## src/rtl/bridge_pkg.sv

```systemverilog
// Shared constants and frame type for the UART to SPI command bridge
// Timing at 50 MHz, host command bytes, SLM register map, FSM codes

`default_nettype none

package bridge_pkg;

  ////////////////////////////////////////
  // Timing
  ////////////////////////////////////////
  // 50 MHz over 115200 baud
  localparam int UART_CLKS_PER_BIT = 434;
  localparam int UART_CNT_W        = $clog2(UART_CLKS_PER_BIT);
  // Start bit, 8 data bits, stop bit
  localparam int UART_FRAME_BITS   = 10;
  // SCK runs at 6.25 MHz
  localparam int SPI_HALF_PERIOD   = 4;
  localparam int SPI_DIV_W         = $clog2(SPI_HALF_PERIOD);
  localparam int SPI_FRAME_BITS    = 16;
  localparam int SPI_BIT_W         = $clog2(SPI_FRAME_BITS);
  // 200 ns low, well above the SLM minimum
  localparam logic [3:0] RESET_PULSE_CYCLES = 4'd10;
  localparam int RESULT_DEPTH      = 4;
  localparam int RESULT_PTR_W      = $clog2(RESULT_DEPTH);

  ////////////////////////////////////////
  // Host commands and SLM registers
  ////////////////////////////////////////
  localparam logic [7:0] CMD_RESET    = 8'h72;  // 'r'
  localparam logic [7:0] CMD_WHOAMI   = 8'h64;  // 'd'
  localparam logic [7:0] CMD_SET_CLK  = 8'h73;  // 's'
  localparam logic [7:0] CMD_GET_CLK  = 8'h61;  // 'a'
  localparam logic [6:0] REG_WHOAMI   = 7'h78;
  localparam logic [6:0] REG_CLK_FREQ = 7'h09;
  // Clock frequency in MHz
  localparam logic [7:0] CLK_FREQ_MHZ = 8'h32;

  // FSM state codes
  localparam logic [1:0] RX_IDLE   = 2'd0;
  localparam logic [1:0] RX_START  = 2'd1;
  localparam logic [1:0] RX_DATA   = 2'd2;
  localparam logic [1:0] RX_STOP   = 2'd3;
  localparam logic [1:0] SPI_IDLE  = 2'd0;
  localparam logic [1:0] SPI_SHIFT = 2'd1;
  localparam logic [1:0] SPI_DONE  = 2'd2;
  localparam logic [1:0] TX_IDLE   = 2'd0;
  localparam logic [1:0] TX_SEND   = 2'd1;
  localparam logic [1:0] TX_ACK    = 2'd2;

  // One SPI frame, seen as raw bytes or as a register access
  typedef union packed {
    struct packed {
      logic [7:0] addr;
      logic [7:0] data;
    } raw;
    struct packed {
      logic       rd;
      logic [6:0] reg_addr;
      logic [7:0] wdata;
    } acc;
  } spi_frame_u;

endpackage

`default_nettype wire
```

## src/rtl/spi_uart_bridge.sv

```systemverilog
// Top of the UART to SPI command bridge for the SLM board
// Host bytes in, SPI register frames out, reply bytes back to the host

`timescale 1ns/100ps
`default_nettype none

module spi_uart_bridge import bridge_pkg::*; (
  input  wire sys_clk,
  input  wire reset_all_cmd_w,
  input  wire i_uart_rx,
  input  wire i_spi_miso,
  output wire o_uart_tx,
  output wire o_spi_cs_n,
  output wire o_spi_sclk,
  output wire o_spi_mosi,
  output wire o_slm_reset_n
);

  // Receive to decode
  wire             rx_valid;
  wire [7:0]       rx_byte;
  // Decode to SPI
  wire             spi_req;
  wire spi_frame_u spi_frame;
  // SPI to queue
  wire             spi_ack;
  wire [7:0]       spi_rx_byte;
  // Queue to transmit
  wire             tx_req;
  wire [7:0]       tx_byte;
  wire             tx_ack;

  ////////////////////////////////////////
  // Host side receive and decode
  ////////////////////////////////////////
  uart_rx u_uart_rx (
    .sys_clk         (sys_clk),
    .reset_all_cmd_w (reset_all_cmd_w),
    .i_uart_rx       (i_uart_rx),
    .o_rx_valid      (rx_valid),
    .o_rx_byte       (rx_byte)
  );

  cmd_decode u_cmd_decode (
    .sys_clk         (sys_clk),
    .reset_all_cmd_w (reset_all_cmd_w),
    .i_rx_valid      (rx_valid),
    .i_rx_byte       (rx_byte),
    .i_spi_ack       (spi_ack),
    .o_spi_req       (spi_req),
    .o_spi_frame     (spi_frame),
    .o_slm_reset_n   (o_slm_reset_n)
  );

  ////////////////////////////////////////
  // SLM SPI and reply path
  ////////////////////////////////////////
  spi_master u_spi_master (
    .sys_clk         (sys_clk),
    .reset_all_cmd_w (reset_all_cmd_w),
    .i_spi_req       (spi_req),
    .i_spi_frame     (spi_frame),
    .i_spi_miso      (i_spi_miso),
    .o_spi_ack       (spi_ack),
    .o_spi_rx_byte   (spi_rx_byte),
    .o_spi_cs_n      (o_spi_cs_n),
    .o_spi_sclk      (o_spi_sclk),
    .o_spi_mosi      (o_spi_mosi)
  );

  result_queue u_result_queue (
    .sys_clk         (sys_clk),
    .reset_all_cmd_w (reset_all_cmd_w),
    .i_spi_ack       (spi_ack),
    .i_spi_rx_byte   (spi_rx_byte),
    .i_tx_ack        (tx_ack),
    .o_tx_req        (tx_req),
    .o_tx_byte       (tx_byte)
  );

  uart_tx u_uart_tx (
    .sys_clk         (sys_clk),
    .reset_all_cmd_w (reset_all_cmd_w),
    .i_tx_req        (tx_req),
    .i_tx_byte       (tx_byte),
    .o_tx_ack        (tx_ack),
    .o_uart_tx       (o_uart_tx)
  );

endmodule

`default_nettype wire

```

## src/rtl/uart_tx.sv

```systemverilog
// UART transmitter for reply bytes
// 8N1 at UART_CLKS_PER_BIT, ack raised after the stop bit

`timescale 1ns/100ps
`default_nettype none

module uart_tx import bridge_pkg::*; (
  input  wire        sys_clk,
  input  wire        reset_all_cmd_w,
  input  wire        i_tx_req,
  input  wire  [7:0] i_tx_byte,
  output logic       o_tx_ack,
  output logic       o_uart_tx
);

  logic [1:0]            state;
  logic [UART_CNT_W-1:0] clk_cnt;
  logic [3:0]            bit_idx;
  // Data bits then stop bit, start bit goes straight to the line
  logic [8:0]            tx_shift;
  logic                  start;
  logic                  bit_tick;
  logic                  last_bit;

  assign start    = (state == TX_IDLE) && i_tx_req && !o_tx_ack;
  assign bit_tick = (state == TX_SEND) && (clk_cnt == UART_CNT_W'(UART_CLKS_PER_BIT - 1));
  assign last_bit = (bit_idx == 4'(UART_FRAME_BITS - 1));

  always_ff @(posedge sys_clk) begin
    if (reset_all_cmd_w) begin
      state     <= TX_IDLE;
      clk_cnt   <= '0;
      bit_idx   <= '0;
      o_tx_ack  <= 1'b0;
      o_uart_tx <= 1'b1;
    end else begin
      case (state)
        TX_IDLE: begin
          if (start) begin
            // Start bit
            o_uart_tx <= 1'b0;
            clk_cnt   <= '0;
            bit_idx   <= '0;
            state     <= TX_SEND;
          end
        end
        TX_SEND: begin
          if (bit_tick) begin
            clk_cnt <= '0;
            if (last_bit) begin
              // Stop bit fully sent
              o_tx_ack <= 1'b1;
              state    <= TX_ACK;
            end else begin
              o_uart_tx <= tx_shift[0];
              bit_idx   <= bit_idx + 1'b1;
            end
          end else begin
            clk_cnt <= clk_cnt + 1'b1;
          end
        end
        TX_ACK: begin
          if (!i_tx_req) begin
            o_tx_ack <= 1'b0;
            state    <= TX_IDLE;
          end
        end
        default: state <= TX_IDLE;
      endcase
    end
  end

  // LSB first, stop bit shifted in behind the data
  always_ff @(posedge sys_clk) begin
    if (start) begin
      tx_shift <= {1'b1, i_tx_byte};
    end else if (bit_tick) begin
      tx_shift <= {1'b1, tx_shift[8:1]};
    end
  end

endmodule

`default_nettype wire

```

## src/rtl/result_queue.sv

```systemverilog
// Result queue between the SPI and UART stages
// Stores reply bytes on each finished SPI transfer, drops them when full,
// and offers the oldest byte to the UART transmitter

`timescale 1ns/100ps
`default_nettype none

module result_queue import bridge_pkg::*; (
  input  wire        sys_clk,
  input  wire        reset_all_cmd_w,
  input  wire        i_spi_ack,
  input  wire  [7:0] i_spi_rx_byte,
  input  wire        i_tx_ack,
  output logic       o_tx_req,
  output logic [7:0] o_tx_byte
);

  logic [7:0]              mem [RESULT_DEPTH];
  logic [RESULT_PTR_W-1:0] wr_ptr;
  logic [RESULT_PTR_W-1:0] rd_ptr;
  logic [RESULT_PTR_W:0]   count;
  logic                    spi_ack_q;
  logic                    tx_ack_q;
  logic                    full;
  logic                    push;
  logic                    pop;

  assign full = (count == (RESULT_PTR_W + 1)'(RESULT_DEPTH));

  // Write on rising ack, reply dropped if no room
  assign push = i_spi_ack && !spi_ack_q && !full;
  // Entry done once the transmitter releases ack
  assign pop  = tx_ack_q && !i_tx_ack;

  ////////////////////////////////////////
  // Pointers and count
  ////////////////////////////////////////
  always_ff @(posedge sys_clk) begin
    if (reset_all_cmd_w) begin
      wr_ptr    <= '0;
      rd_ptr    <= '0;
      count     <= '0;
      spi_ack_q <= 1'b0;
      tx_ack_q  <= 1'b0;
    end else begin
      spi_ack_q <= i_spi_ack;
      tx_ack_q  <= i_tx_ack;
      if (push) wr_ptr <= wr_ptr + 1'b1;
      if (pop) rd_ptr <= rd_ptr + 1'b1;
      case ({push, pop})
        2'b10:   count <= count + 1'b1;
        2'b01:   count <= count - 1'b1;
        default: count <= count;
      endcase
    end
  end

  always_ff @(posedge sys_clk) begin
    if (push) mem[wr_ptr] <= i_spi_rx_byte;
  end

  ////////////////////////////////////////
  // Transmit request, four phase
  ////////////////////////////////////////
  // Wait out the pop cycle so the next head is current
  always_ff @(posedge sys_clk) begin
    if (reset_all_cmd_w) begin
      o_tx_req <= 1'b0;
    end else if (o_tx_req && i_tx_ack) begin
      o_tx_req <= 1'b0;
    end else if (!o_tx_req && !i_tx_ack && !tx_ack_q && count != '0) begin
      o_tx_req <= 1'b1;
    end
  end

  // Head of queue, held until the pop
  assign o_tx_byte = mem[rd_ptr];

  a_count_bound: assert property (@(posedge sys_clk) disable iff (reset_all_cmd_w)
    count <= (RESULT_PTR_W + 1)'(RESULT_DEPTH));

endmodule

`default_nettype wire

```

## src/rtl/spi_master.sv

```systemverilog
// SPI master, execute stage
// Shifts one 16 bit mode 0 frame MSB first and keeps the last 8 MISO bits
// as the reply byte, then acknowledges the request

`timescale 1ns/100ps
`default_nettype none

module spi_master import bridge_pkg::*; (
  input  wire             sys_clk,
  input  wire             reset_all_cmd_w,
  input  wire             i_spi_req,
  input  wire spi_frame_u i_spi_frame,
  input  wire             i_spi_miso,
  output logic            o_spi_ack,
  output logic      [7:0] o_spi_rx_byte,
  output logic            o_spi_cs_n,
  output logic            o_spi_sclk,
  output logic            o_spi_mosi
);

  logic [1:0]                state;
  logic [SPI_DIV_W-1:0]      div_cnt;
  logic [SPI_BIT_W-1:0]      bit_cnt;
  logic [SPI_FRAME_BITS-1:0] tx_shift;
  logic [7:0]                rx_shift;
  logic                      half_tick;
  logic                      sck_rise;
  logic                      sck_fall;
  logic                      last_bit;

  // Half period divider
  assign half_tick = (div_cnt == SPI_DIV_W'(SPI_HALF_PERIOD - 1));
  assign sck_rise  = (state == SPI_SHIFT) && half_tick && !o_spi_sclk;
  assign sck_fall  = (state == SPI_SHIFT) && half_tick && o_spi_sclk;
  assign last_bit  = (bit_cnt == SPI_BIT_W'(SPI_FRAME_BITS - 1));

  // MSB of the shifter sits on MOSI
  assign o_spi_mosi = tx_shift[SPI_FRAME_BITS-1];

  ////////////////////////////////////////
  // Control FSM
  ////////////////////////////////////////
  always_ff @(posedge sys_clk) begin
    if (reset_all_cmd_w) begin
      state      <= SPI_IDLE;
      div_cnt    <= '0;
      bit_cnt    <= '0;
      tx_shift   <= '0;
      o_spi_sclk <= 1'b0;
      o_spi_cs_n <= 1'b1;
      o_spi_ack  <= 1'b0;
    end else begin
      case (state)
        SPI_IDLE: begin
          if (i_spi_req && !o_spi_ack) begin
            // CS low, first bit set up half a period before SCK rises
            o_spi_cs_n <= 1'b0;
            tx_shift   <= {i_spi_frame.raw.addr, i_spi_frame.raw.data};
            div_cnt    <= '0;
            bit_cnt    <= '0;
            state      <= SPI_SHIFT;
          end
        end
        SPI_SHIFT: begin
          div_cnt <= half_tick ? '0 : div_cnt + 1'b1;
          if (half_tick) o_spi_sclk <= !o_spi_sclk;
          // Next bit on falling SCK
          if (sck_fall) begin
            if (last_bit) begin
              o_spi_cs_n <= 1'b1;
              o_spi_ack  <= 1'b1;
              state      <= SPI_DONE;
            end else begin
              bit_cnt  <= bit_cnt + 1'b1;
              tx_shift <= {tx_shift[SPI_FRAME_BITS-2:0], 1'b0};
            end
          end
        end
        SPI_DONE: begin
          // Ack released once the request drops
          if (!i_spi_req) begin
            o_spi_ack <= 1'b0;
            state     <= SPI_IDLE;
          end
        end
        default: state <= SPI_IDLE;
      endcase
    end
  end

  ////////////////////////////////////////
  // Reply capture
  ////////////////////////////////////////
  // MISO sampled on rising SCK, last 8 samples are the data byte
  always_ff @(posedge sys_clk) begin
    if (sck_rise) rx_shift <= {rx_shift[6:0], i_spi_miso};
  end

  always_ff @(posedge sys_clk) begin
    if (sck_fall && last_bit) o_spi_rx_byte <= rx_shift;
  end

  a_sclk_idle_low: assert property (@(posedge sys_clk) disable iff (reset_all_cmd_w)
    o_spi_cs_n |-> !o_spi_sclk);

endmodule

`default_nettype wire

```

## src/rtl/cmd_decode.sv

```systemverilog
// Command decode stage
// Maps host bytes to SPI register frames, requests the transfer,
// and times the active low SLM reset pulse

`timescale 1ns/100ps
`default_nettype none

module cmd_decode import bridge_pkg::*; (
  input  wire             sys_clk,
  input  wire             reset_all_cmd_w,
  input  wire             i_rx_valid,
  input  wire       [7:0] i_rx_byte,
  input  wire             i_spi_ack,
  output logic            o_spi_req,
  output spi_frame_u      o_spi_frame,
  output logic            o_slm_reset_n
);

  spi_frame_u next_frame;
  logic       is_spi_cmd;
  logic       accept;
  logic [3:0] pulse_cnt;

  // New bytes only while the SPI handshake is idle
  assign accept = i_rx_valid && !o_spi_req && !i_spi_ack;

  // Register view of the frame for each SPI command
  always_comb begin
    next_frame = '0;
    is_spi_cmd = 1'b0;
    case (i_rx_byte)
      CMD_WHOAMI: begin
        is_spi_cmd                = 1'b1;
        next_frame.acc.rd       = 1'b1;
        next_frame.acc.reg_addr = REG_WHOAMI;
      end
      CMD_SET_CLK: begin
        is_spi_cmd                = 1'b1;
        next_frame.acc.reg_addr = REG_CLK_FREQ;
        next_frame.acc.wdata    = CLK_FREQ_MHZ;
      end
      CMD_GET_CLK: begin
        is_spi_cmd                = 1'b1;
        next_frame.acc.rd       = 1'b1;
        next_frame.acc.reg_addr = REG_CLK_FREQ;
      end
      default: ;
    endcase
  end

  ////////////////////////////////////////
  // SPI request, four phase
  ////////////////////////////////////////
  always_ff @(posedge sys_clk) begin
    if (reset_all_cmd_w) begin
      o_spi_req <= 1'b0;
    end else if (accept && is_spi_cmd) begin
      o_spi_req <= 1'b1;
    end else if (o_spi_req && i_spi_ack) begin
      o_spi_req <= 1'b0;
    end
  end

  always_ff @(posedge sys_clk) begin
    if (accept && is_spi_cmd) o_spi_frame <= next_frame;
  end

  ////////////////////////////////////////
  // SLM reset countdown
  ////////////////////////////////////////
  // Loaded by the reset input and by 'r'
  always_ff @(posedge sys_clk) begin
    if (reset_all_cmd_w) begin
      pulse_cnt <= RESET_PULSE_CYCLES;
    end else if (accept && i_rx_byte == CMD_RESET) begin
      pulse_cnt <= RESET_PULSE_CYCLES;
    end else if (pulse_cnt != 4'd0) begin
      pulse_cnt <= pulse_cnt - 1'b1;
    end
  end

  // Low while counting
  assign o_slm_reset_n = (pulse_cnt == 4'd0);

  a_frame_stable: assert property (@(posedge sys_clk) disable iff (reset_all_cmd_w)
    o_spi_req |=> (!o_spi_req || $stable(o_spi_frame)));

endmodule

`default_nettype wire

```

## src/rtl/uart_rx.sv

```systemverilog
// UART receiver for host command bytes
// 8N1 at UART_CLKS_PER_BIT, each bit sampled at its centre

`timescale 1ns/100ps
`default_nettype none

module uart_rx import bridge_pkg::*; (
  input  wire        sys_clk,
  input  wire        reset_all_cmd_w,
  input  wire        i_uart_rx,
  output logic       o_rx_valid,
  output logic [7:0] o_rx_byte
);

  // Two flop synchronizer, line idles high
  logic                  rx_meta;
  logic                  rx_sync;
  logic [1:0]            state;
  logic [UART_CNT_W-1:0] clk_cnt;
  logic [2:0]            bit_idx;
  logic                  half_tick;
  logic                  bit_tick;

  always_ff @(posedge sys_clk) begin
    if (reset_all_cmd_w) begin
      rx_meta <= 1'b1;
      rx_sync <= 1'b1;
    end else begin
      rx_meta <= i_uart_rx;
      rx_sync <= rx_meta;
    end
  end

  // Middle of start bit, then one full bit per sample
  assign half_tick = (clk_cnt == UART_CNT_W'((UART_CLKS_PER_BIT / 2) - 1));
  assign bit_tick  = (clk_cnt == UART_CNT_W'(UART_CLKS_PER_BIT - 1));

  always_ff @(posedge sys_clk) begin
    if (reset_all_cmd_w) begin
      state      <= RX_IDLE;
      clk_cnt    <= '0;
      bit_idx    <= '0;
      o_rx_valid <= 1'b0;
    end else begin
      o_rx_valid <= 1'b0;
      case (state)
        RX_IDLE: begin
          clk_cnt <= '0;
          // Falling edge on the line
          if (!rx_sync) state <= RX_START;
        end
        RX_START: begin
          if (half_tick) begin
            clk_cnt <= '0;
            bit_idx <= '0;
            // Glitch shorter than half a bit goes back to idle
            state   <= rx_sync ? RX_IDLE : RX_DATA;
          end else begin
            clk_cnt <= clk_cnt + 1'b1;
          end
        end
        RX_DATA: begin
          if (bit_tick) begin
            clk_cnt <= '0;
            bit_idx <= bit_idx + 1'b1;
            if (bit_idx == 3'd7) state <= RX_STOP;
          end else begin
            clk_cnt <= clk_cnt + 1'b1;
          end
        end
        RX_STOP: begin
          if (bit_tick) begin
            // Framing error drops the byte
            o_rx_valid <= rx_sync;
            state      <= RX_IDLE;
          end else begin
            clk_cnt <= clk_cnt + 1'b1;
          end
        end
        default: state <= RX_IDLE;
      endcase
    end
  end

  // Data shift, LSB first
  always_ff @(posedge sys_clk) begin
    if (state == RX_DATA && bit_tick) o_rx_byte <= {rx_sync, o_rx_byte[7:1]};
  end

  a_rx_valid_pulse: assert property (@(posedge sys_clk) disable iff (reset_all_cmd_w)
    o_rx_valid |=> !o_rx_valid);

endmodule

`default_nettype wire

```

## config.mk

```make
export PLATFORM = sky130hd
export DESIGN_NAME = spi_uart_bridge
export DESIGN_NICKNAME = d
export VERILOG_FILES = /design/src/rtl/bridge_pkg.sv /design/src/rtl/spi_uart_bridge.sv /design/src/rtl/uart_tx.sv /design/src/rtl/result_queue.sv /design/src/rtl/spi_master.sv /design/src/rtl/cmd_decode.sv /design/src/rtl/uart_rx.sv
export SDC_FILE = /design/constraint.sdc
export NUM_CORES = 1
export LEC_CHECK = 0
export BUFFER_PORTS_ARGS = -buffer_cell sky130_fd_sc_hd__buf_2
export CORE_MARGIN = 5
export CORE_UTILIZATION = 55
export DETAILED_ROUTE_END_ITERATION = 8
export GPL_TIMING_DRIVEN = 0
export PLACE_DENSITY = 0.81
export SYNTH_ARGS = -nofsm -noshare
export SYNTH_HDL_FRONTEND = slang
export SYNTH_SLANG_ARGS = --single-unit
export TNS_END_PERCENT = 100
```

## constraint.sdc

```tcl
create_clock -name sys_clk -period 5.3 [get_ports sys_clk]
set_input_delay 1.06 -clock sys_clk [delete_from_list [all_inputs] [get_ports sys_clk]]
set_output_delay 1.06 -clock sys_clk [all_outputs]
set_load 0.1 [all_outputs]
```

## Yosys cells after proc, flatten, opt, wreduce, memory -nomap -nowiden

Memories as Yosys holds them, arrays and structs flattened. A register that Yosys moved wholly into a read port is not among the register bits.
Index checks and enable logic that the tools add are counted.
W data, S select, Z words.

| word-level totals | value |
|---|---|
| register bits after elaboration | 124 |
| output and inout port bits | 5 |
| memories kept | 1 |
| memory bits (writable) | 32 |

Memory list:

| name | words | width | rd ports | clocked after Yosys merged registers in | wr ports | RTL line | source |
|---|---|---|---|---|---|---|---|
| u_result_queue.mem | 4 | 8 | 1 | 1 | 1 | result_queue.sv:18 | `logic [7:0] mem [RESULT_DEPTH];` |

| operators by class | value |
|---|---|
| equality and inequality tests | 37 |
| add/sub/neg operators | 11 |
| bitwise operators | 2 |
| mux-type cells | 69 |
| reduce and logical (&&, ||, !) cells | 61 |

Operators with widths:

| operator | count |
|---|---|
| $mux W16 | 3 |
| $mux W9 | 5 |
| $mux W2 | 18 |
| $pmux W9 S4 | 1 |
| $eq A8 B7 Y1 const B | 4 |
| $pmux W16 S2 | 1 |
| $reduce_and A4 Y1 | 7 |
| $mux W4 | 6 |
| $logic_and A1 B1 Y1 | 21 |
| $ne A2 B1 Y1 const B | 10 |
| $add A9 B1 Y9 const B | 2 |
| $eq A9 B9 Y1 const B | 2 |
| $pmux W9 S2 | 1 |
| $mux W1 | 16 |
| $mux W8 | 2 |
| $pmux W4 S2 | 2 |
| $reduce_bool A2 Y1 | 8 |
| $pmux W7 S2 | 1 |
| $eq A2 B2 Y1 const B | 6 |
| $ne A2 B2 Y1 const B | 6 |
| $pmux W2 S3 | 2 |
| $pmux W3 S2 | 2 |
| $eq A9 B8 Y1 const B | 1 |
| $add A4 B1 Y4 const B | 2 |
| 23 further kinds | 51 |

## Logic depth before layout (Yosys ltp)

Gate-level depths: netlist (run 1).

| depth | value |
|---|---|
| word-level depth | 5 |
| mapped depth | 9 |

## Hierarchy

A second synthesis (run 1) with hierarchy kept.

| second synthesis, totals | value |
|---|---|
| cells, all modules | 556 |
| area, all modules | 6606.3 um2 |

Modules (own cells, without submodules):

| module | sequential area each (um2) | area an instance (um2) | times used | cells each |
|---|---|---|---|---|
| spi_master | 1021.0 | 1890.6 | 1 | 166 |
| result_queue | 1201.2 | 1727.9 | 1 | 101 |
| uart_tx | 580.6 | 1267.5 | 1 | 139 |
| uart_rx | 580.6 | 1117.3 | 1 | 92 |
| cmd_decode | 250.2 | 603.1 | 1 | 58 |

## Least setup slack after synthesis (run 1)

No wires, ideal clock.

| timing path | value |
|---|---|
| path kind | register to output |
| from | register u_cmd_decode.pulse_cnt[0] |
| to | output port o_slm_reset_n |
| arrival time | 2.926 ns |
| cell stages (with the launch flop) | 4 |
| data required time | 4.240 ns |
| path slack | 1.314 ns |
| cells stage by stage | dfxtp_1 > inv_1 > ha_1 > nor3b_1 |

| between the ends | value |
|---|---|
| cells in the longest elaborated chain, start to end | 1 |

RTL lines:

| what | RTL line | source |
|---|---|---|
| start, declared | cmd_decode.sv:22 | `logic [3:0] pulse_cnt;` |
| start signal, assigned | cmd_decode.sv:78 | `pulse_cnt <= pulse_cnt - 1'b1;` |
| $logic_not A4 Y1 | cmd_decode.sv:83 | `assign o_slm_reset_n = (pulse_cnt == 4'd0);` |
| end, declared | spi_uart_bridge.sv:16 | `output wire o_slm_reset_n` |

No other way between the ends.

## Worst setup path in the final report (run 1)

| timing path | value |
|---|---|
| from | register u_cmd_decode.pulse_cnt[1] |
| to | output port o_slm_reset_n |

Same word-level chain as after synthesis.

==> results of run 1 <==
==> synth_stat cells, types with 6 or more instances <==
master	instances	area [sq um]
a31oi_1	6	37.54
mux2_2	10	112.6
a21oi_1	32	160.2
xor2_1	13	113.9
o21ai_0	6	30.03
edfxtp_1	69	2072
nand3_1	19	95.09
dfxtp_1	77	1541
a211oi_1	8	60.06
mux4_2	8	180.2
clkbuf_1	10	37.54
inv_1	28	105.1
nand4_1	6	37.54
nor2b_1	7	43.79
and2_1	7	43.79
nor2_1	57	214.0
xnor2_1	10	87.58
ha_1	22	275.3
nand2_1	27	101.4
nor3_1	14	70.07
nand2b_1	8	50.05
==> cell type report <==
class	count	area, sq um	area share, %
multi-input cells	324	2277	33.33
well taps	140	175.2	2.564
repair buffers	7	35.03	0.5128
flip-flops and latches	146	3613	52.89
clock buffers	22	462.9	6.777
plain buffers	14	55.05	0.8059
clock inverters	10	107.6	1.575
inverters	28	105.1	1.538
==> cells by family after synthesis <==
group,count (synthesis)
buffers and inverters,42
adder cells (fa/ha/maj),23
XOR/XNOR,23
AO/OA/AOI/OAI,72
multiplexers,23
flip-flops,146
AND/OR/NAND/NOR,183
==> path summary, 6_finish.rpt <==
check / start / to / slack [ns] / cells after the start
min: u_spi_master.rx_shift[7] / u_spi_master.o_spi_rx_byte[7] / 0.43 / 0
max reg2reg: u_result_queue.count[0] / u_result_queue.count[2] / 2.76 / 9
min reg2reg: u_spi_master.rx_shift[7] / u_spi_master.o_spi_rx_byte[7] / 0.43 / 0
max: u_cmd_decode.pulse_cnt[1] / o_slm_reset_n / 2.23 / 4
==> metal layers <==
metal | wire [um] | share of wire, %
met2 | 5462 | 51
met5 | 0 | 0
met3 | 311 | 2.9
met1 | 4755 | 44
met4 | 194 | 1.8
==> per-stage QoR <==
stage / utilization (%) / hold slack, ns
global route: 63.30 / 0.4433
CTS: 63.30 / 0.4326
global placement: 58.01 / 0.3955
detailed placement: 58.01 / 0.4117
floorplan: - / 0.3895
finish: 63.30 / 0.4261
==> flip-flops by register name, summed over array words and instances, names as in the netlist, 3 cells and up, named ones only <==
signal,flops
u_uart_rx.bit_idx,3
u_uart_tx.bit_idx,4
u_result_queue.count,3
u_result_queue.mem,32
u_spi_master.o_spi_rx_byte,8
u_uart_tx.tx_shift,8
u_uart_rx.o_rx_byte,8
u_uart_rx.clk_cnt,9
u_uart_tx.clk_cnt,9
u_cmd_decode.pulse_cnt,4
u_spi_master.rx_shift,8
u_spi_master.tx_shift,15
u_spi_master.bit_cnt,4
u_cmd_decode.o_spi_frame,5
==> power breakdown <==
group | switching [W] | internal (W)
clock | 0.000430 | 0.000702
combinational | 0.0000378 | 0.0000236
sequential | 0.00000705 | 0.00118
total | 0.000475 | 0.00190
==> critical path, cell delays in order, from the launching register on <==
cell and delay [ns]:
dfxtp_1 0.32, inv_1 0.08, ha_1 0.19, nor3b_1 0.39
buf_2 0.51
==> metrics.md, run 1 <==
| Metric | Value |
|---|---|
| # rows | `38` |
| Commonest non-fill, non-tap cell in the layout | `dfxtp_1` |
| Layout filler cell count | `785` |
| Vias in the first global route | `3982` |
| Post-synthesis compound-gate area fraction | `under 10%` |
| Total grt overflow | `0` |
| Placed cell count | `659` |
| Root Driver | `clkbuf_8` |
| Die width | `114.9 um` |
| Worst EP arrival | `between 2 and 2.5 ns` |
| Synth Net Count | `about 540` |
| Number of synthesized flops with an enable pin | `69` |
| Clk_skew | `approximately 0.0057 ns` |
| Longest Clk Path Bufs | `2` |
| Clk sink count | `146` |
| Synth Cell Area | `0.006051 sq mm` |
| Nets@finish | `roughly 570` |
| Met3 global-route usage | `under 10%` |
| Worst hold path class | `register to register` |
| Core Area | `0.01079 sq mm` |
| Crit share post-route | `between 50 and 60%` |
| Total power per unit cell area | `348.2 mW/mm^2` |
| DR pass1 iterations | `4` |
| Post-DP HPWL | `7.217 mm` |
| Initial antenna violation count | `0` |
| Fin crit period | `3.075 ns` |
| Mux contribution to synthesized area | `under 10%` |
| Layout area overhead | `12.90%` |
| Synth Flop Type | `dfxtp_1` |
| Final WS setup | `about 2.2 ns` |
| Total track usage | `17.90%` |
| DIE HEIGHT | `114.9 um` |
| Synth Area in XOR/XNOR | `roughly 3.3%` |
| Routed vias | `just under 4000` |
| Crit start category | `register` |
| Status | `finished, final reports clean` |
| Hold Fails Final Rpt | `0` |
| Fmax | `0.3252 GHz` |
| Wire per inst | `15.52 um` |
| Worst VDD drop | `around 0.00019 V` |
| CTS tree | `built` |
| CTS Hold Bufs | `0` |
| Die area | `between 0.01 and 0.015 sq mm` |
| Ys Warns | `0` |
| GP Congestion | `0.8708` |
| First-pass GRT wire length | `18.50 mm` |
| Synth async-reset ratio | `0%` |
| Non-Filler Instances | `a little under 700` |
| Routed WL | `10.72 mm` |
| Required @ worst endpoint | `4.24 ns` |
| Total power | `about 0.0024 W` |
| H-tree Lvls | `4` |
| Max-Cap Viols | `0` |
| Number of diodes | `0` |
| Total CTS buffers | `17` |
| Post-Place Cell Area | `0.006261 sq mm` |
| # IOs | `9` |
| Leakage | `2.344 nW` |
| Starting Density | `56.06%` |
| Buffers inserted by post-CTS timing repair | `0` |
| RSZ-0062 raised after global routing | `false` |
| Final setup fails | `0` |
| Port buffer count | `7` |
| Gate Count Post-Synth | `512` |
| Iteration-0 DRC Markers | `225` |
| Post-DRT Antenna Nets | `0` |
| Final Max Slew Viols | `0` |
| Worst-Margin Slew | `0.9219 ns` |
| Most frequent cells in the layout | `dfxtp_1, edfxtp_1, nor2_1` |
| Largest net degree at the start of global routing | `17` |
| Busiest layer in global routing | `met2` |
| Setup tns final | `0 ns` |
| Residual DRC count | `0` |
| Routing usage on met2 | `29.98%` |
| Endpoint class of the critical path | `primary output` |
| Crit-path max FO | `4` |
| Yosys reg bits | `~150` |
| Synth Area in Adders | `4.880%` |
| Clock slew seen by the registers of the worst setup and hold paths | `0.06 ns` |
| Simple-gate share of the synthesized area | `between 10% and 20%` |
| Resized cells post-CTS | `0` |
| Unique masters post-synth | `approximately 60` |
| Vias per cell | `roughly 5.6` |
| Post-route cell area | `0.006832 sq mm` |
| Synth Area per Inst | `11.82 sq um` |
| Relative max-transition margin | `38.12%` |
| Largest family of logic cells by synthesized area | `simple AND/OR/NAND/NOR gates` |
| Skew-Pair Late Insertion Delay | `0.53 ns` |
| Sequential area share after synthesis | `59.72%` |
| Setup slack at placement | `2.617 ns` |
| Grt met1 use | `21.68%` |
| Layout cells sized above 1 | `about an eighth` |
| CP Class | `register to primary output` |
Power figures use the tool's default switching activity.
==> run 2: changes to the inputs <==
--- a/config.mk
+++ b/config.mk
@@ -10,7 +10,7 @@
 export CORE_UTILIZATION = 55
 export DETAILED_ROUTE_END_ITERATION = 8
 export GPL_TIMING_DRIVEN = 0
-export PLACE_DENSITY = 0.81
+export PLACE_DENSITY = 0.84
 export SYNTH_ARGS = -nofsm -noshare
 export SYNTH_HDL_FRONTEND = slang
 export SYNTH_SLANG_ARGS = --single-unit
==> constraint.sdc (replaced) <==
create_clock -name sys_clk -period 2.7 [get_ports sys_clk]
set_input_delay 0.54 -clock sys_clk [delete_from_list [all_inputs] [get_ports sys_clk]]
set_output_delay 0.54 -clock sys_clk [all_outputs]
set_load 0.1 [all_outputs]
==> run 2 against run 1 <==
Against the previous run: cell count unchanged; sequential power increased by 97%; setup slack got worse by 2.0 ns; global-route usage increased by 0.37 points; routed wire length increased by 1.8%; utilization decreased by 0.37 points; clock power increased by 81%; largest cell class unchanged.
==> metrics.md, run 2 (synthesis gave the netlist of run 1 again) <==
| Metric | Value |
|---|---|
| Worst EP arrival | `1.91 ns (was 2.01 ns)` |
| Starting Density | `56.06% (unchanged)` |
| CP bufs+invs | `2 (unchanged)` |
| Number of diodes | `0 (unchanged)` |
| GP Congestion | `0.8601 (was 0.8708)` |
| RR Startpoint | `u_result_queue.count[1] (was u_result_queue.count[0])` |
| Comb power frac | `2.7% (was 2.6%)` |
| Skew-Pair Late Insertion Delay | `0.52 ns (was 0.53 ns)` |
| DR pass1 iterations | `5 (was 4)` |
| Hold Fails Final Rpt | `0 (unchanged)` |
| Die width | `114.9 um (unchanged)` |
| Total CTS buffers | `17 (unchanged)` |
| Routed WL | `10.91 mm (was 10.72 mm)` |
| Clk sink count | `146 (unchanged)` |
| Final setup fails | `0 (unchanged)` |
| Root Driver | `clkbuf_8 (unchanged)` |
| Worst VDD drop | `0.0003781 V (was 0.0001936 V)` |
| Total power per unit cell area | `661.7 mW/mm^2 (was 348.2 mW/mm^2)` |
| Wire per inst | `15.79 um (was 15.52 um)` |
| Hold Crit Endpoint | `u_uart_rx.rx_meta (was u_spi_master.o_spi_rx_byte[7])` |
| Clk_skew | `0.007692 ns (was 0.005717 ns)` |
| Total grt overflow | `0 (unchanged)` |
| Layout cells sized above 1 | `12.52% (was 12.70%)` |
| Critical path's slowest cell | `buf_2 (unchanged)` |
| Setup tns final | `0 ns (unchanged)` |
| Die area | `0.01320 sq mm (unchanged)` |
| H-tree Lvls | `4 (unchanged)` |
| Clock share of power | `45.5% (was 47.6%)` |
| Total track usage | `18.27% (was 17.90%)` |
| Worst hold path class | `input pin to register (was register to register)` |
| Routed vias | `3906 (was 3897)` |
| Switch share | `20.30% (was 19.98%)` |
| Max-Cap Viols | `0 (unchanged)` |
| R2R cell count | `9 (unchanged)` |
| Crit path cell chain | `inv_1 > ha_1 > nor3b_2 > buf_2 (was inv_1 > ha_1 > nor3b_1 > buf_2)` |
| Nets@finish | `565 (unchanged)` |
| # rows | `38 (unchanged)` |
| Buffers inserted by post-CTS timing repair | `0 (unchanged)` |
| Pint | `0.003582 W (was 0.001904 W)` |
| Worst setup path start | `u_cmd_decode.pulse_cnt[0] (was u_cmd_decode.pulse_cnt[1])` |
| Min-delay src | `i_uart_rx (was u_spi_master.rx_shift[7])` |
| Worst-Margin Slew | `0.7372 ns (was 0.9219 ns)` |
| Flop pwr share | `51.8% (was 49.8%)` |
| DIE HEIGHT | `114.9 um (unchanged)` |
| Crit-path max FO | `4 (unchanged)` |
| Min Hold Slack | `0.2009 ns (was 0.4261 ns)` |
| Top reg by flops | `u_result_queue.mem (unchanged)` |
| Largest net degree at the start of global routing | `17 (unchanged)` |
| Kind of cell adding the most delay to the critical path | `buffers and inverters (unchanged)` |
| Min-Delay Path Depth | `2 (was 0)` |
| Required @ worst endpoint | `2.16 ns (was 4.24 ns)` |
| Vias in the first global route | `3968 (was 3982)` |
| # IOs | `9 (unchanged)` |
| Fin crit period | `~2.5 ns` |
| Residual DRC count | `0 (unchanged)` |
| Final core utilization | `62.93% (was 63.30%)` |
| Fmax | `0.4079 GHz` |
| Post-DP HPWL | `7.357 mm (was 7.217 mm)` |
| Port buffer count | `7 (unchanged)` |
| Layout area overhead | `12.24% (was 12.90%)` |
| Clock slew seen by the registers of the worst setup and hold paths | `0.06 ns (about the same)` |
| CTS tree | `built (unchanged)` |
| CP peak stage delay | `0.49 ns (was 0.51 ns)` |
| RSZ-0062 raised after global routing | `false (unchanged)` |
| Longest Clk Path Bufs | `2 (unchanged)` |
| Crit start category | `register (unchanged)` |
| Post-Place Cell Area | `0.006266 sq mm (was 0.006261 sq mm)` |
| Most frequent cells in the layout | `dfxtp_1, edfxtp_1, nor2_1 (unchanged)` |
| Vias per cell | `5.653 (was 5.640)` |
| CP Class | `register to primary output (unchanged)` |
| First-pass GRT wire length | `18.95 mm (was 18.50 mm)` |
| Commonest non-fill, non-tap cell in the layout | `dfxtp_1 (unchanged)` |
| Initial antenna violation count | `0 (unchanged)` |
| Status | `finished, final reports clean (unchanged)` |
| Post-route cell area | `0.006792 sq mm (was 0.006832 sq mm)` |
| Net Sw Power | `0.0009121 W (was 0.0004752 W)` |
| Post-DRT Antenna Nets | `0 (unchanged)` |
| Leakage | `2.329 nW (was 2.344 nW)` |
| RR Endpoint | `u_result_queue.count[2] (unchanged)` |
| Endpoint class of the critical path | `primary output (unchanged)` |
| Layout filler cell count | `763 (was 785)` |
| Crit share post-route | `90.80%` |
| Core Area | `0.01079 sq mm (unchanged)` |
| Largest register FFs | `32 (unchanged)` |
| Biggest registers after layout | `u_result_queue.mem (32), u_spi_master.tx_shift (15) (unchanged)` |
| Reg2reg setup slack | `0.38 ns (was 2.76 ns)` |
| Relative max-transition margin | `50.67% (was 38.12%)` |
| Iteration-0 DRC Markers | `211 (was 225)` |
| Final Max Slew Viols | `0 (unchanged)` |
## run 2: per-stage QoR
step,std cells,setup WS [ns],total power [W]
after floorplan,512,0.3008,0.002461
after global placement,659,0.4231,0.002481
after detailed placement,659,0.2955,0.002493
after CTS,691,0.1537,0.004528
after global routing,691,0.1233,0.004668
final,691,0.2483,0.004494
## run 2: worst max path at each step
stage | end | cells after the start
final | o_slm_reset_n | 4
after global routing | o_slm_reset_n | 4
after CTS | u_result_queue.count[2] | 9
after detailed placement | u_result_queue.count[2] | 9
after global placement | u_result_queue.count[2] | 9
after floorplan | u_cmd_decode.pulse_cnt[1] | 5
## run 2: layer usage
metal	global-route usage [%]	share of wire [%]
met3	5.000	4.4
met4	7.825	2.2
met2	30.79	50
met1	22.08	43
met5	0	0
## run 2: timing repair
| action | in CTS | in global routing |
|---|---|---|
| setup endpoints to repair | 0 | 1 |
| gates resized for setup | 0 | 1 |
| hold buffers | 0 | 0 |
## run 2: power by group through the flow
stage / clock (W) / combinational [W] / sequential [W]
CTS: 0.00208 / 0.000122 / 0.00233
floorplan: 0 / 0.0000917 / 0.00237
global placement: 0 / 0.000110 / 0.00237
finish: 0.00204 / 0.000123 / 0.00233
detailed placement: 0 / 0.000120 / 0.00237
global route: 0.00221 / 0.000136 / 0.00233
## run 2: cell type report
type	count	area, sq um	area share [%]
buffer	14	55.05	0.8106
clock inverter	6	30.03	0.4422
multi-input combinational	324	2288	33.70
sequential	146	3613	53.21
tap	140	175.2	2.579
timing repair buffer	7	35.03	0.5158
inverter	28	105.1	1.548
clock buffer	26	489.2	7.203
==> run 3: changes to the inputs <==
--- a/config.mk
+++ b/config.mk
@@ -8,9 +8,11 @@
 export BUFFER_PORTS_ARGS = -buffer_cell sky130_fd_sc_hd__buf_2
 export CORE_MARGIN = 5
 export CORE_UTILIZATION = 55
+export CTS_BUF_LIST = sky130_fd_sc_hd__clkbuf_4 sky130_fd_sc_hd__clkbuf_8 sky130_fd_sc_hd__clkbuf_16
 export DETAILED_ROUTE_END_ITERATION = 8
 export GPL_TIMING_DRIVEN = 0
 export PLACE_DENSITY = 0.84
+export SLEW_MARGIN = 15
 export SYNTH_ARGS = -nofsm -noshare
 export SYNTH_HDL_FRONTEND = slang
 export SYNTH_SLANG_ARGS = --single-unit
==> run 3 against run 2 <==
Against the previous run: sequential power hardly changed; clock skew is 0.00060 ns higher; register-to-register slack better by 0.04 ns; flip-flop and latch count stayed put; non-clock buffer count stayed put; routed wire length is 0.83% higher; clock power is 3% higher; critical path type unchanged; critical endpoint unchanged; largest power group unchanged.
==> metrics.md, run 3 (synthesis gave the netlist of run 1 again) <==
| Metric | Value |
|---|---|
| First-pass GRT wire length | `18.98 mm (was 18.95 mm)` |
| Setup tns final | `0 ns (unchanged)` |
| Commonest non-fill, non-tap cell in the layout | `dfxtp_1 (unchanged)` |
| Total grt overflow | `0 (unchanged)` |
| Initial antenna violation count | `0 (unchanged)` |
| Clock share of power | `46.3% (was 45.5%)` |
| Total track usage | `18.24% (was 18.27%)` |
| Min-Delay Path Depth | `2 (unchanged)` |
| Buffers inserted by post-CTS timing repair | `0 (unchanged)` |
| # IOs | `9 (unchanged)` |
| CP peak stage delay | `0.49 ns (about the same)` |
| DR pass1 iterations | `5 (unchanged)` |
| DIE HEIGHT | `114.9 um (unchanged)` |
| Crit path cell chain | `inv_1 > ha_1 > nor3b_2 > buf_2 (unchanged)` |
| Final setup fails | `0 (unchanged)` |
| CTS tree | `built (unchanged)` |
| Number of diodes | `0 (unchanged)` |
| CTS Hold Bufs | `0 (unchanged)` |
| Crit start category | `register (unchanged)` |
| Flop pwr share | `51.0% (was 51.8%)` |
| Net Sw Power | `0.0009179 W (was 0.0009121 W)` |
| Die width | `114.9 um (unchanged)` |
| Stages on the worst setup path | `4 (unchanged)` |
| CP bufs+invs | `2 (unchanged)` |
| Crit share post-route | `90.93% (was 90.80%)` |
| Worst VDD drop | `0.0003651 V (was 0.0003781 V)` |
| Vias in the first global route | `3974 (was 3968)` |
| Residual DRC count | `0 (unchanged)` |
| Switch share | `20.13% (was 20.30%)` |
| Routed WL | `11.00 mm (was 10.91 mm)` |
| Layout cells sized above 1 | `13.61% (was 12.52%)` |
| Layout area overhead | `12.61% (was 12.24%)` |
| Vias per cell | `5.648 (was 5.653)` |
| Root Driver | `clkbuf_8 (unchanged)` |
| Non-Filler Instances | `691 (unchanged)` |
| Critical path's slowest cell | `buf_2 (unchanged)` |
| Resized cells post-CTS | `0 (unchanged)` |
| Skew-Pair Late Insertion Delay | `0.53 ns (was 0.52 ns)` |
| Nets@finish | `565 (unchanged)` |
| Largest register FFs | `32 (unchanged)` |
| Status | `finished, final reports clean (unchanged)` |
| Clk_skew | `0.008295 ns (was 0.007692 ns)` |
| Biggest registers after layout | `u_result_queue.mem (32), u_spi_master.tx_shift (15) (unchanged)` |
| RSZ-0062 raised after global routing | `false (unchanged)` |
| Endpoint class of the critical path | `primary output (unchanged)` |
| Post-DP HPWL | `7.357 mm (unchanged)` |
| Routed vias | `3903 (was 3906)` |
| Crit-path max FO | `4 (unchanged)` |
| Iteration-0 DRC Markers | `196 (was 211)` |
| Port buffer count | `7 (unchanged)` |
| Placed cell count | `659 (unchanged)` |
| Worst hold path class | `input pin to register (unchanged)` |
| H-tree Lvls | `4 (unchanged)` |
| Required @ worst endpoint | `2.16 ns (about the same)` |
| Starting Density | `56.06% (unchanged)` |
| Clock slew seen by the registers of the worst setup and hold paths | `0.06 ns (about the same)` |
| Wire per inst | `15.92 um (was 15.79 um)` |
| Clk sink count | `146 (unchanged)` |
| Pint | `0.003642 W (was 0.003582 W)` |
| Die area | `0.01320 sq mm (unchanged)` |
| Largest net degree at the start of global routing | `17 (unchanged)` |
| Relative max-transition margin | `50.91% (was 50.67%)` |
| Total CTS buffers | `17 (unchanged)` |
| CP Class | `register to primary output (unchanged)` |
| Fmax | `0.4073 GHz (was 0.4079 GHz)` |
| Most frequent cells in the layout | `dfxtp_1, edfxtp_1, nor2_1 (unchanged)` |
| # rows | `38 (unchanged)` |
| Max-Cap Viols | `0 (unchanged)` |
| Longest Clk Path Bufs | `2 (unchanged)` |
| R2R cell count | `9 (unchanged)` |
| Comb power frac | `2.7% (about the same)` |
| Worst-Margin Slew | `0.7336 ns (was 0.7372 ns)` |
| Hold Fails Final Rpt | `0 (unchanged)` |
| Fin crit period | `2.455 ns (was 2.452 ns)` |
| Total power per unit cell area | `669.2 mW/mm^2 (was 661.7 mW/mm^2)` |
| Core Area | `0.01079 sq mm (unchanged)` |
| Top reg by flops | `u_result_queue.mem (unchanged)` |
| Kind of cell adding the most delay to the critical path | `buffers and inverters (unchanged)` |
| Final Max Slew Viols | `0 (unchanged)` |
| GP Congestion | `0.8601 (unchanged)` |
| Leakage | `2.350 nW (was 2.329 nW)` |
| Post-DRT Antenna Nets | `0 (unchanged)` |
| Worst EP arrival | `1.92 ns (was 1.91 ns)` |
==> run 3: changes by cell type in the layout (fill, tap and decap cells not counted) <==
cell	change
clkbuf_4	+6
clkbuf_1	-6
==> run 3: metal layers <==
| layer | vias up | track usage (%) | part of all wire, % |
|---|---|---|---|
| met5 | - | 0 | 0 |
| met4 | 0 | 8.451 | 2.9 |
| met3 | 34 | 4.526 | 3.7 |
| met2 | 83 | 30.63 | 50 |
| met1 | 1885 | 22.16 | 44 |
| li1 | 1901 | - | - |
==> run 3: worst paths after layout <==
kind	from	to	slack [ns]
worst min register to register	u_uart_rx.rx_meta	u_uart_rx.rx_sync	0.41
worst max-delay path	u_cmd_decode.pulse_cnt[0]	o_slm_reset_n	0.24
worst max register to register	u_result_queue.count[1]	u_result_queue.count[2]	0.42
worst min-delay path	i_uart_rx	u_uart_rx.rx_meta	0.20
==> run 3: area by class of cell <==
| cell class | instances | area (sq um) |
|---|---|---|
| Fill cell | 760 | 3979 |
| Inverter | 28 | 105.1 |
| Multi-Input combinational cell | 324 | 2288 |
| Tap cell | 140 | 175.2 |
| Buffer | 14 | 55.05 |
| Clock buffer | 26 | 511.7 |
| Clock inverter | 6 | 30.03 |
| Timing Repair Buffer | 7 | 35.03 |
| Sequential cell | 146 | 3613 |
==> run 3: power by group through the flow <==
stage / clock [W] / sequential [W] / combinational [W]
global route: 0.00226 / 0.00233 / 0.000137
detailed placement: 0 / 0.00237 / 0.000120
CTS: 0.00214 / 0.00233 / 0.000122
finish: 0.00211 / 0.00233 / 0.000124
global placement: 0 / 0.00237 / 0.000110
floorplan: 0 / 0.00237 / 0.0000917
==> run 3: stage by stage <==
stage	instance area, sq um	hold slack, ns	worst slack, ns	utilization, %	power [W]
floorplan	6056	0.3895	0.3008	-	0.002461
global placement	6266	0.3955	0.4231	58.06	0.002481
detailed placement	6266	0.3963	0.2955	58.06	0.002493
CTS	6808	0.1786	0.1536	63.08	0.004589
global route	6814	0.1929	0.1284	63.13	0.004720
finish	6814	0.1972	0.2449	63.13	0.004560
